===== src/hw/fe_consts.svh =====
`ifndef FE_CONSTS_SVH
`define FE_CONSTS_SVH

// instruction queue entries
`define FE_BUF_DEPTH 16

// credits held after reset
`define FE_IMEM_CREDITS 4
`define FE_DEC_CREDITS 4

// first fetch address out of reset
`define FE_RESET_PC 32'h0000_1000

`endif


===== src/hw/fe_ctrl_pkg.sv =====
package fe_ctrl_pkg;

    // buffer occupancy, 0 to 16
    typedef logic [4:0] fill_t;

    // instructions moved per cycle, 0 to 2
    typedef logic [1:0] slot_cnt_t;

    // credits and outstanding request counts
    typedef logic [2:0] credit_t;

    // queue index into the instruction buffer
    typedef logic [3:0] buf_ptr_t;

    // index into the outstanding request record
    typedef logic [1:0] req_ptr_t;

endpackage


===== src/hw/fe_inst_pkg.sv =====
package fe_inst_pkg;

    typedef logic [31:0] inst_t;
    typedef logic [31:0] addr_t;

    localparam logic [6:0] OPC_JAL = 7'b1101111;

    typedef struct packed {
        logic [6:0] funct7;
        logic [4:0] rs2;
        logic [4:0] rs1;
        logic [2:0] funct3;
        logic [4:0] rd;
        logic [6:0] opcode;
    } r_fmt_t;

    // J immediate is stored scrambled, bit 0 is implied zero
    typedef struct packed {
        logic       imm20;
        logic [9:0] imm10_1;
        logic       imm11;
        logic [7:0] imm19_12;
        logic [4:0] rd;
        logic [6:0] opcode;
    } j_fmt_t;

    typedef union packed {
        r_fmt_t r_fmt;
        j_fmt_t j_fmt;
    } inst_u;

endpackage


===== src/hw/fetch_buffer.sv =====
`include "fe_consts.svh"

module fetch_buffer (
    input  logic                   clk,
    input  logic                   rstn,
    input  logic                   redirect_valid,
    input  fe_ctrl_pkg::slot_cnt_t push_cnt,
    input  fe_inst_pkg::inst_t     push_inst0,
    input  fe_inst_pkg::inst_t     push_inst1,
    input  fe_inst_pkg::addr_t     push_pc0,
    input  fe_inst_pkg::addr_t     push_pc1,
    input  fe_ctrl_pkg::slot_cnt_t pop_cnt,
    output fe_inst_pkg::inst_t     head_inst0,
    output fe_inst_pkg::inst_t     head_inst1,
    output fe_inst_pkg::addr_t     head_pc0,
    output fe_inst_pkg::addr_t     head_pc1,
    output fe_ctrl_pkg::fill_t     fill
);

    fe_inst_pkg::inst_t    mem_inst [`FE_BUF_DEPTH];
    fe_inst_pkg::addr_t    mem_pc   [`FE_BUF_DEPTH];
    fe_ctrl_pkg::buf_ptr_t head_ptr;
    fe_ctrl_pkg::buf_ptr_t tail_ptr;
    fe_ctrl_pkg::buf_ptr_t head_nxt;
    fe_ctrl_pkg::buf_ptr_t tail_nxt;

    // pointers wrap naturally at the queue depth
    assign head_nxt = head_ptr + fe_ctrl_pkg::buf_ptr_t'(1);
    assign tail_nxt = tail_ptr + fe_ctrl_pkg::buf_ptr_t'(1);

    // oldest entry on slot 0
    assign head_inst0 = mem_inst[head_ptr];
    assign head_pc0   = mem_pc[head_ptr];
    assign head_inst1 = mem_inst[head_nxt];
    assign head_pc1   = mem_pc[head_nxt];

    always_ff @(posedge clk or negedge rstn) begin
        if (!rstn) begin
            head_ptr <= '0;
            tail_ptr <= '0;
            fill     <= '0;
        end else if (redirect_valid) begin
            head_ptr <= '0;
            tail_ptr <= '0;
            fill     <= '0;
        end else begin
            head_ptr <= head_ptr + fe_ctrl_pkg::buf_ptr_t'(pop_cnt);
            tail_ptr <= tail_ptr + fe_ctrl_pkg::buf_ptr_t'(push_cnt);
            fill     <= fill + fe_ctrl_pkg::fill_t'(push_cnt) - fe_ctrl_pkg::fill_t'(pop_cnt);
        end
    end

    // space is reserved upstream, so writes never hit live entries
    always_ff @(posedge clk) begin
        if (push_cnt != '0) begin
            mem_inst[tail_ptr] <= push_inst0;
            mem_pc[tail_ptr]   <= push_pc0;
        end
        if (push_cnt == 2'd2) begin
            mem_inst[tail_nxt] <= push_inst1;
            mem_pc[tail_nxt]   <= push_pc1;
        end
    end

endmodule


===== src/hw/fetch_frontend.sv =====
module fetch_frontend (
    input  logic                   clk,
    input  logic                   rstn,
    input  logic                   redirect_valid,
    input  fe_inst_pkg::addr_t     redirect_pc,
    output logic                   imem_req,
    output fe_inst_pkg::addr_t     imem_addr,
    input  logic                   imem_credit,
    input  logic                   imem_rsp_valid,
    input  logic [63:0]            imem_rsp_data,
    input  fe_ctrl_pkg::slot_cnt_t dec_credit,
    output logic                   dec_valid0,
    output fe_inst_pkg::inst_t     dec_inst0,
    output fe_inst_pkg::addr_t     dec_pc0,
    output logic                   dec_jal0,
    output fe_inst_pkg::addr_t     dec_target0,
    output logic                   dec_valid1,
    output fe_inst_pkg::inst_t     dec_inst1,
    output fe_inst_pkg::addr_t     dec_pc1,
    output logic                   dec_jal1,
    output fe_inst_pkg::addr_t     dec_target1
);

    fe_ctrl_pkg::fill_t     fill;
    fe_ctrl_pkg::slot_cnt_t push_cnt;
    fe_ctrl_pkg::slot_cnt_t pop_cnt;
    fe_inst_pkg::inst_t     push_inst0;
    fe_inst_pkg::inst_t     push_inst1;
    fe_inst_pkg::addr_t     push_pc0;
    fe_inst_pkg::addr_t     push_pc1;
    fe_inst_pkg::inst_t     head_inst0;
    fe_inst_pkg::inst_t     head_inst1;
    fe_inst_pkg::addr_t     head_pc0;
    fe_inst_pkg::addr_t     head_pc1;

    fetch_unit fetch_unit_i (
        .clk            (clk),
        .rstn           (rstn),
        .redirect_valid (redirect_valid),
        .redirect_pc    (redirect_pc),
        .imem_req       (imem_req),
        .imem_addr      (imem_addr),
        .imem_credit    (imem_credit),
        .imem_rsp_valid (imem_rsp_valid),
        .imem_rsp_data  (imem_rsp_data),
        .fill           (fill),
        .push_cnt       (push_cnt),
        .push_inst0     (push_inst0),
        .push_inst1     (push_inst1),
        .push_pc0       (push_pc0),
        .push_pc1       (push_pc1)
    );

    fetch_buffer fetch_buffer_i (
        .clk            (clk),
        .rstn           (rstn),
        .redirect_valid (redirect_valid),
        .push_cnt       (push_cnt),
        .push_inst0     (push_inst0),
        .push_inst1     (push_inst1),
        .push_pc0       (push_pc0),
        .push_pc1       (push_pc1),
        .pop_cnt        (pop_cnt),
        .head_inst0     (head_inst0),
        .head_inst1     (head_inst1),
        .head_pc0       (head_pc0),
        .head_pc1       (head_pc1),
        .fill           (fill)
    );

    issue_stage issue_stage_i (
        .clk            (clk),
        .rstn           (rstn),
        .redirect_valid (redirect_valid),
        .head_inst0     (head_inst0),
        .head_inst1     (head_inst1),
        .head_pc0       (head_pc0),
        .head_pc1       (head_pc1),
        .fill           (fill),
        .dec_credit     (dec_credit),
        .pop_cnt        (pop_cnt),
        .dec_valid0     (dec_valid0),
        .dec_inst0      (dec_inst0),
        .dec_pc0        (dec_pc0),
        .dec_jal0       (dec_jal0),
        .dec_target0    (dec_target0),
        .dec_valid1     (dec_valid1),
        .dec_inst1      (dec_inst1),
        .dec_pc1        (dec_pc1),
        .dec_jal1       (dec_jal1),
        .dec_target1    (dec_target1)
    );

endmodule


===== src/hw/fetch_unit.sv =====
`include "fe_consts.svh"

module fetch_unit (
    input  logic                   clk,
    input  logic                   rstn,
    input  logic                   redirect_valid,
    input  fe_inst_pkg::addr_t     redirect_pc,
    output logic                   imem_req,
    output fe_inst_pkg::addr_t     imem_addr,
    input  logic                   imem_credit,
    input  logic                   imem_rsp_valid,
    input  logic [63:0]            imem_rsp_data,
    input  fe_ctrl_pkg::fill_t     fill,
    output fe_ctrl_pkg::slot_cnt_t push_cnt,
    output fe_inst_pkg::inst_t     push_inst0,
    output fe_inst_pkg::inst_t     push_inst1,
    output fe_inst_pkg::addr_t     push_pc0,
    output fe_inst_pkg::addr_t     push_pc1
);

    localparam int REQ_DEPTH = `FE_IMEM_CREDITS;

    fe_inst_pkg::addr_t    fetch_pc;
    fe_ctrl_pkg::credit_t  credits;
    fe_ctrl_pkg::credit_t  outstanding;
    fe_ctrl_pkg::credit_t  discard;
    fe_ctrl_pkg::req_ptr_t rec_wr;
    fe_ctrl_pkg::req_ptr_t rec_rd;
    fe_inst_pkg::addr_t    rec_addr [REQ_DEPTH];
    fe_inst_pkg::addr_t    rsp_addr;
    logic [5:0]            reserve;
    logic                  rsp_keep;

    // worst case occupancy once every pending response has landed
    assign reserve = 6'(fill) + 6'(push_cnt) + {2'b00, outstanding, 1'b0} + 6'd2;

    assign imem_req  = (credits != '0) && (reserve <= 6'(`FE_BUF_DEPTH)) && !redirect_valid;
    assign imem_addr = fetch_pc;
    assign rsp_addr  = rec_addr[rec_rd];
    assign rsp_keep  = imem_rsp_valid && (discard == '0) && !redirect_valid;

    always_ff @(posedge clk or negedge rstn) begin
        if (!rstn) begin
            fetch_pc    <= `FE_RESET_PC;
            credits     <= fe_ctrl_pkg::credit_t'(`FE_IMEM_CREDITS);
            outstanding <= '0;
            discard     <= '0;
            rec_wr      <= '0;
            rec_rd      <= '0;
            push_cnt    <= '0;
        end else begin
            credits <= credits + fe_ctrl_pkg::credit_t'(imem_credit)
                       - fe_ctrl_pkg::credit_t'(imem_req);
            outstanding <= outstanding + fe_ctrl_pkg::credit_t'(imem_req)
                           - fe_ctrl_pkg::credit_t'(imem_rsp_valid);
            if (imem_req) begin
                rec_wr <= rec_wr + fe_ctrl_pkg::req_ptr_t'(1);
            end
            if (imem_rsp_valid) begin
                rec_rd <= rec_rd + fe_ctrl_pkg::req_ptr_t'(1);
            end
            if (redirect_valid) begin
                fetch_pc <= {redirect_pc[31:2], 2'b00};
                // a response arriving right now is dropped here already
                discard  <= outstanding - fe_ctrl_pkg::credit_t'(imem_rsp_valid);
            end else begin
                if (imem_req) begin
                    fetch_pc <= fetch_pc + (fetch_pc[2] ? 32'd4 : 32'd8);
                end
                if (imem_rsp_valid && (discard != '0)) begin
                    discard <= discard - fe_ctrl_pkg::credit_t'(1);
                end
            end
            if (rsp_keep) begin
                push_cnt <= rsp_addr[2] ? 2'd1 : 2'd2;
            end else begin
                push_cnt <= '0;
            end
        end
    end

    always_ff @(posedge clk) begin
        if (imem_req) begin
            rec_addr[rec_wr] <= fetch_pc;
        end
        // odd word address uses only the upper half
        if (rsp_keep) begin
            push_inst0 <= rsp_addr[2] ? imem_rsp_data[63:32] : imem_rsp_data[31:0];
            push_inst1 <= imem_rsp_data[63:32];
            push_pc0   <= rsp_addr;
            push_pc1   <= rsp_addr + 32'd4;
        end
    end

endmodule


===== src/hw/issue_stage.sv =====
`include "fe_consts.svh"

module issue_stage (
    input  logic                   clk,
    input  logic                   rstn,
    input  logic                   redirect_valid,
    input  fe_inst_pkg::inst_t     head_inst0,
    input  fe_inst_pkg::inst_t     head_inst1,
    input  fe_inst_pkg::addr_t     head_pc0,
    input  fe_inst_pkg::addr_t     head_pc1,
    input  fe_ctrl_pkg::fill_t     fill,
    input  fe_ctrl_pkg::slot_cnt_t dec_credit,
    output fe_ctrl_pkg::slot_cnt_t pop_cnt,
    output logic                   dec_valid0,
    output fe_inst_pkg::inst_t     dec_inst0,
    output fe_inst_pkg::addr_t     dec_pc0,
    output logic                   dec_jal0,
    output fe_inst_pkg::addr_t     dec_target0,
    output logic                   dec_valid1,
    output fe_inst_pkg::inst_t     dec_inst1,
    output fe_inst_pkg::addr_t     dec_pc1,
    output logic                   dec_jal1,
    output fe_inst_pkg::addr_t     dec_target1
);

    fe_ctrl_pkg::credit_t   credits;
    fe_ctrl_pkg::slot_cnt_t by_credit;
    fe_ctrl_pkg::slot_cnt_t by_fill;

    function automatic logic is_jal(input fe_inst_pkg::inst_t inst);
        fe_inst_pkg::inst_u u;
        u = inst;
        return u.r_fmt.opcode == fe_inst_pkg::OPC_JAL;
    endfunction

    function automatic fe_inst_pkg::addr_t jal_target(input fe_inst_pkg::inst_t inst,
                                                      input fe_inst_pkg::addr_t pc);
        fe_inst_pkg::inst_u u;
        fe_inst_pkg::addr_t imm;
        u = inst;
        imm = {{12{u.j_fmt.imm20}}, u.j_fmt.imm19_12, u.j_fmt.imm11,
               u.j_fmt.imm10_1, 1'b0};
        return is_jal(inst) ? pc + imm : '0;
    endfunction

    assign by_credit = (credits >= 3'd2) ? 2'd2 : fe_ctrl_pkg::slot_cnt_t'(credits);
    assign by_fill   = (fill >= 5'd2) ? 2'd2 : fe_ctrl_pkg::slot_cnt_t'(fill);

    // nothing leaves the queue while it is being flushed
    assign pop_cnt = redirect_valid ? 2'd0 : ((by_fill < by_credit) ? by_fill : by_credit);

    always_ff @(posedge clk or negedge rstn) begin
        if (!rstn) begin
            credits    <= fe_ctrl_pkg::credit_t'(`FE_DEC_CREDITS);
            dec_valid0 <= 1'b0;
            dec_valid1 <= 1'b0;
        end else begin
            credits <= credits + fe_ctrl_pkg::credit_t'(dec_credit)
                       - fe_ctrl_pkg::credit_t'(pop_cnt);
            dec_valid0 <= (pop_cnt != 2'd0);
            dec_valid1 <= (pop_cnt == 2'd2);
        end
    end

    always_ff @(posedge clk) begin
        if (pop_cnt != 2'd0) begin
            dec_inst0   <= head_inst0;
            dec_pc0     <= head_pc0;
            dec_jal0    <= is_jal(head_inst0);
            dec_target0 <= jal_target(head_inst0, head_pc0);
            dec_inst1   <= head_inst1;
            dec_pc1     <= head_pc1;
            dec_jal1    <= is_jal(head_inst1);
            dec_target1 <= jal_target(head_inst1, head_pc1);
        end
    end

endmodule


===== config.mk =====
export PLATFORM = sky130hd
export DESIGN_NAME = fetch_frontend
export DESIGN_NICKNAME = d
export VERILOG_FILES = /design/src/hw/fe_ctrl_pkg.sv /design/src/hw/fe_inst_pkg.sv /design/src/hw/fetch_buffer.sv /design/src/hw/fetch_frontend.sv /design/src/hw/fetch_unit.sv /design/src/hw/issue_stage.sv
export VERILOG_INCLUDE_DIRS = /design/src /design/src/hw
export SDC_FILE = /design/constraint.sdc
export NUM_CORES = 2
export LEC_CHECK = 0
export BUFFER_PORTS_ARGS = -buffer_cell sky130_fd_sc_hd__buf_4
export CAP_MARGIN = 20
export CORE_UTILIZATION = 45
export DETAILED_ROUTE_END_ITERATION = 8
export MAX_ROUTING_LAYER = met4
export PLACE_DENSITY = 0.65
export SLEW_MARGIN = 20
export SYNTH_ARGS = -nofsm -noshare
export SYNTH_HDL_FRONTEND = slang
export SYNTH_SLANG_ARGS = --single-unit

===== constraint.sdc =====
create_clock -name clk -period 13.7 [get_ports clk]
set_clock_uncertainty 0.1 [all_clocks]
set_input_delay 2.74 -clock clk [delete_from_list [all_inputs] [get_ports clk]]
set_output_delay 2.74 -clock clk [all_outputs]
set_load 0.05 [all_outputs]

======== Word-level counts from Yosys, hierarchy flattened ========
Memories as Yosys holds them, arrays and structs flattened.
Cells that the tools add are included.
W data, S select, Z words.
operators by class
  equality and inequality tests ........... 4
  reduce and logical (&&, ||, !) cells .... 13
  mux-type cells .......................... 21
  order comparisons ....................... 4
  add/subtract/negate cells ............... 23
operators by type and width
  operator                 count
  $add A32 B32 Y32         3
  $mux W32                 3
  $add A32 B3 Y32 const B  1
  $eq A7 B7 Y1 const B     2
  $mux W2                  6
  $mux W4                  3
  $sub A3 B1 Y3            3
  $add A4 B1 Y4 const B    2
  $add A4 B2 Y4            2
  $reduce_bool A2 Y1       4
  $add A3 B1 Y3            2
  $add A5 B2 Y6            1
  $add A6 B2 Y6 const B    1
  $add A6 B4 Y6            1
  $le A6 B5 Y1 const B     1
  $mux W1                  6
  $mux W3                  2
  $reduce_bool A3 Y1       2
  $add A5 B2 Y5            1
  $ge A5 B2 Y1 const B     1
  $logic_and A1 B1 Y1      5
  $mux W5                  1
  $sub A5 B2 Y5            1
  $add A2 B1 Y2 const B    2
  other kinds (8)          9
word-level totals
  memories ................................ 3
  bits in registers ....................... 387
  logic and storage cells ................. 93
  memory bits (writable) .................. 1,152
  output and inout bits ................... 229
memory list
  name                     words  width  read ports  clocked after memory_dff  write ports  RTL line            RTL
  fetch_buffer_i.mem_inst  16     32     2           0                         2            fetch_buffer.sv:20  fe_inst_pkg::inst_t mem_inst [`FE_BUF_DEPTH];
  fetch_buffer_i.mem_pc    16     32     2           0                         2            fetch_buffer.sv:21  fe_inst_pkg::addr_t mem_pc [`FE_BUF_DEPTH];
  fetch_unit_i.rec_addr    4      32     1           0                         1            fetch_unit.sv:29    fe_inst_pkg::addr_t rec_addr [REQ_DEPTH];

======== Longest topological paths before layout ========
  depth in word-level cells ............... 8
  depth in mapped cells ................... 20
  mapped depth without buffers ............ 19

======== Hierarchy ========
A second synthesis with hierarchy kept.
unflattened totals
  cell total of the unflattened synthesis .. 5,154
  area, all modules ....................... 81,779.7 µm²
by module, submodules not included
  module        area an instance (µm²)  cells an instance  times used
  fetch_buffer  59,614.7                3,627              1
  fetch_unit    12,224.2                734                1
  issue_stage   9,940.8                 793                1

======== Least setup slack after synthesis ========
Ideal clock, no wire load.
  path kind ............................... input port to output port
  from .................................... input redirect_valid
  to ...................................... output imem_req
  stages .................................. 2
  setup slack ............................. 7,025 ps
  data arrival time ....................... 3,835 ps
  data required time ...................... 10,860 ps
  cell sequence ........................... clkbuf_1 nor2_1
between the ends
  longest elaborated chain between the ends .. 2
ends and longest elaborated chain
  element              RTL line             RTL
  from (decl)          fetch_frontend.sv:4  input logic redirect_valid,
  $logic_not A1 Y1     fetch_unit.sv:37     assign imem_req = (credits != '0) && (reserve <= 6'(`FE_BUF_DEPTH)) && !redirect_valid;
  $logic_and A1 B1 Y1  fetch_unit.sv:37
  to (decl)            fetch_frontend.sv:6  output logic imem_req,
Every way passes these cells.

======== Final worst setup path ========
  from .................................... register fetch_unit_i.push_cnt[0]
  to ...................................... output imem_req
between the ends
  longest elaborated chain between the ends .. 6
ends and longest elaborated chain
  element                           RTL line          RTL
  from (decl)                       fetch_unit.sv:14  output fe_ctrl_pkg::slot_cnt_t push_cnt,
  from (signal assigned)            fetch_unit.sv:75  push_cnt <= rsp_addr[2] ? 2'd1 : 2'd2;
  $add A5 B2 Y6                     fetch_unit.sv:35  assign reserve = 6'(fill) + 6'(push_cnt) + {2'b00, outstanding, 1'b0} + 6'd2;
  $add A6 B4 Y6                     fetch_unit.sv:35
  $add A6 B2 Y6                     fetch_unit.sv:35
  $le A6 B5 Y1                      fetch_unit.sv:37
  $logic_and A1 B1 Y1 (2 in a row)  fetch_unit.sv:37
Every way passes these cells.

==> impl_metrics.ini <==
[worst_setup_path]
rr_startpoint = fetch_buffer_i.head_ptr[0]
path_cells = ha_1, ha_1, or2_2, fa_1, xor2_1, nor3_1, a21boi_0, a221o_1, o211ai_1, buf_4, nor2_1, buf_4
crit_end = imem_req
slowest_delay_ns = 0.81
critical_path_class = register to primary output
worstReg2RegEnd = issue_stage_i.dec_target0[26]
rr_worst_depth = 15
critPathLaunch = fetch_unit_i.push_cnt[0]
cp_max_fo = 32
cp_data_required_time_ns = 10.86
crit_arrival_ns = 4.97
start_kind = register
end_kind = primary output
slowest_stage = dfrtp_1
rrSetupSlack_ns = 6.09

[die]
rows = 153
initial_core_util_pct = 45.5
dieArea_um2 = 178000
die_w_um = 422
core_area_um2 = 175000
die_h_um = 422
io_pins = 332

[yosys]
synth.distinct_cells = 69
ys_warn_count = 0
ys_top_cells_by_area = edfxtp_1 55%, mux4_2 18%, mux2_2 15%, dfrtp_1 1.9%, ha_1 1.6%
synth_cells = 4570
syn_area_um2 = 79500
synth_top_cell_by_area = edfxtp_1
ys_async_sr_fraction_pct = 4.18
synthTopCellsByCount = 1444 x edfxtp_1, 1025 x mux2_2, 653 x mux4_2, 299 x clkbuf_1, 118 x nand2_1
ys_ff_latch = 1507
synth_edf_count = 1444
synth-main-ff-cell = edfxtp_1
ys_seq_area_share_pct = 56.5
yosys.area.top_type_share_pct = 54.5
synth_most_common_cell = edfxtp_1
syn_area_per_cell_um2 = 17.4

[timing]
fin_setup_tns_ns = 0
worst_pin_slew_ns = 1.17
finalSetupViolCount = 0
finalWorstSetupSlack_ns = 5.89
min_period_ns = 7.81
max_slew_margin_pct = 21.8
hold_viol_final = 0
max_freq_mhz = 128
post-route-period-util_pct = 57.0
rsz0062_at_grt = false
slew_viol_final = 0

[power_and_ir_drop]
irDropWorstVdd_uv = 193
power_density_nw_per_um2 = 206
leakagePower_nw = 29.2

[clock_network]
cts_tree = built
cts.clk_slew.worst_paths_ns = 0.06
numClockSinks = 1507
cts-buffers-inserted = 168
root_buffer = clkbuf_16
clkLatencyLatePin_ns = 0.82
postCtsHoldBufs = 0
post_cts_resized = 0
cts_setup_buffers = 0
cts_buffer_depth = 3
htreeDepth = 4

[drt]
wl_um = 237000
via_per_inst = 6.42
drtPass1Iterations = 5
vias = 46400
final_antenna_net_count = 0
drtIter0Drc = 5474
drcViolationCount = 0
wl_per_cell_um = 32.8

[global_routing]
use_met3_pct = 5.29
grt_pass1_wl_um = 336000
grt_max_degree = 111
grt_util_met1_pct = 36.7
grt_pass1_vias = 46200
antenna_found_initial = 7
met2_usage_pct = 41.8
track_usage_pct = 27.1
grt-ovfl-total = 0
grt_most_used_layer = met2

[flow_run]
maxCapViolations = 0

[status]
status = complete, no violations

[layout]
final_area_um2 = 89700
area.growth.synth_to_final_pct = 12.8
drive_gt1_share_pct = 48.9
fin_nets = 4985

[worst_hold_path]
hp-class = register to register

[placed_design]
port_buffers = 327
post_dp_cell_area_um2 = 84400
place_ws_ns = 6.03
hpwl_um = 137000
gp_congestion = 0.842
how the worst min path moves through the flow:
stage / from / endpoint / slack [ns] / depth (start not counted)
2_1_floorplan: fetch_unit_i.credits[2] / fetch_unit_i.credits[2] / 0.37 / 1
3_3_place_gp: fetch_unit_i.credits[2] / fetch_unit_i.credits[2] / 0.37 / 1
3_5_place_dp: fetch_unit_i.credits[2] / fetch_unit_i.credits[2] / 0.38 / 1
4_1_cts: fetch_unit_i.credits[2] / fetch_unit_i.credits[2] / 0.39 / 1
5_1_grt: fetch_unit_i.credits[2] / fetch_unit_i.credits[2] / 0.41 / 1
6_report: fetch_unit_i.credits[2] / fetch_unit_i.credits[2] / 0.40 / 1
cell families (layout without fill, tap and decap cells):
kind of cell	Yosys count	count (layout)	share of synthesized area [%]
AO/OA/AOI/OAI	232	232	1.85
XOR/XNOR	129	129	1.42
adder cells (fa/ha/maj)	113	113	1.88
buffers and inverters	476	792	2.52
flip-flops	1507	1507	56.5
multiplexers	1688	1688	33.2
other	1	21	0.00471
AND/OR/NAND/NOR	424	424	2.65
registers in the layout (all words and copies together), names as in the netlist, 5 cells and up:
register and count:
issue_stage_i.dec_inst0 32, issue_stage_i.dec_target0 32, issue_stage_i.dec_inst1 32, fetch_buffer_i.mem_inst 512, issue_stage_i.dec_pc0 31, fetch_unit_i.push_inst1 32, fetch_unit_i.rec_addr 120, fetch_unit_i.push_pc1 30
fetch_unit_i.push_inst0 32, fetch_unit_i.imem_addr 30, fetch_buffer_i.mem_pc 496, issue_stage_i.dec_target1 32, fetch_buffer_i.fill 5, fetch_unit_i.push_pc0 30, issue_stage_i.dec_pc1 31
layer usage:
layer  up-vias  wire length, µm
met5         -                0
met4         0             7310
met3       400            22300
met2      2405           112000
met1     24600            95600
li1      19000                -
cell usage in the layout (no fill, tap or decap), types with 12 or more instances in the layout:
master     instances
a211oi_1          13
a21o_1            24
a21oi_1           62
and2_1            34
buf_4            420
bufinv_16         12
clkbuf_1          32
clkbuf_16        175
clkinv_1          42
clkinv_2          23
conb_1            18
dfrtp_1           55
edfxtp_1        1444
ha_1             101
inv_1             62
mux2_2          1025
mux4_2           653
nand2_1          109
nand3_1           34
nand4_1           12
nor2_1            81
nor2_4            13
nor2b_1           27
nor3_1            26
o21ai_0           63
xnor2_1           89
xor2_1            38
through the flow:
stage | utilization (%) | hold slack [ns] | power (W) | instances
2_1_floorplan | - | 0.370 | 0.0118 | 4587
3_3_place_gp | 48.3 | 0.375 | 0.0141 | 6922
3_5_place_dp | 48.3 | 0.383 | 0.0141 | 6924
4_1_cts | 51.3 | 0.395 | 0.0186 | 7228
5_1_grt | 51.3 | 0.409 | 0.0192 | 7229
6_report | 51.3 | 0.396 | 0.0185 | 7231
area by class of cell:
| cell class | count | area, µm² |
|---|---|---|
| Clock inverter | 95 | 811 |
| Clock buffer | 209 | 4530 |
| Inverter | 63 | 241 |
| Timing Repair Buffer | 425 | 3260 |
| Multi-Input combinational cell | 2604 | 33000 |
| Fill cell | 14200 | 85000 |
| Antenna cell | 3 | 7.51 |
| Tap cell | 2325 | 2910 |
| Sequential cell | 1507 | 45000 |
power by group:
| group | leakage, nW | total, W | internal [W] | switching (W) |
|---|---|---|---|---|
| clock network | 2.60 | 0.00445 | 0.00256 | 0.00189 |
| logic | 12.7 | 0.00791 | 0.00316 | 0.00475 |
| registers | 13.9 | 0.00612 | 0.00580 | 0.000321 |
critical path, delay by kind of cell (launching register included):
kind	cells	cell delay, ns
simple gates	3	1.08
fa+ha+maj	3	1.03
flops	1	0.81
buf+inv	2	0.57
compound gates	3	0.46
xor+xnor	1	0.18
Note: power is estimated with default switching activity, not from simulation.
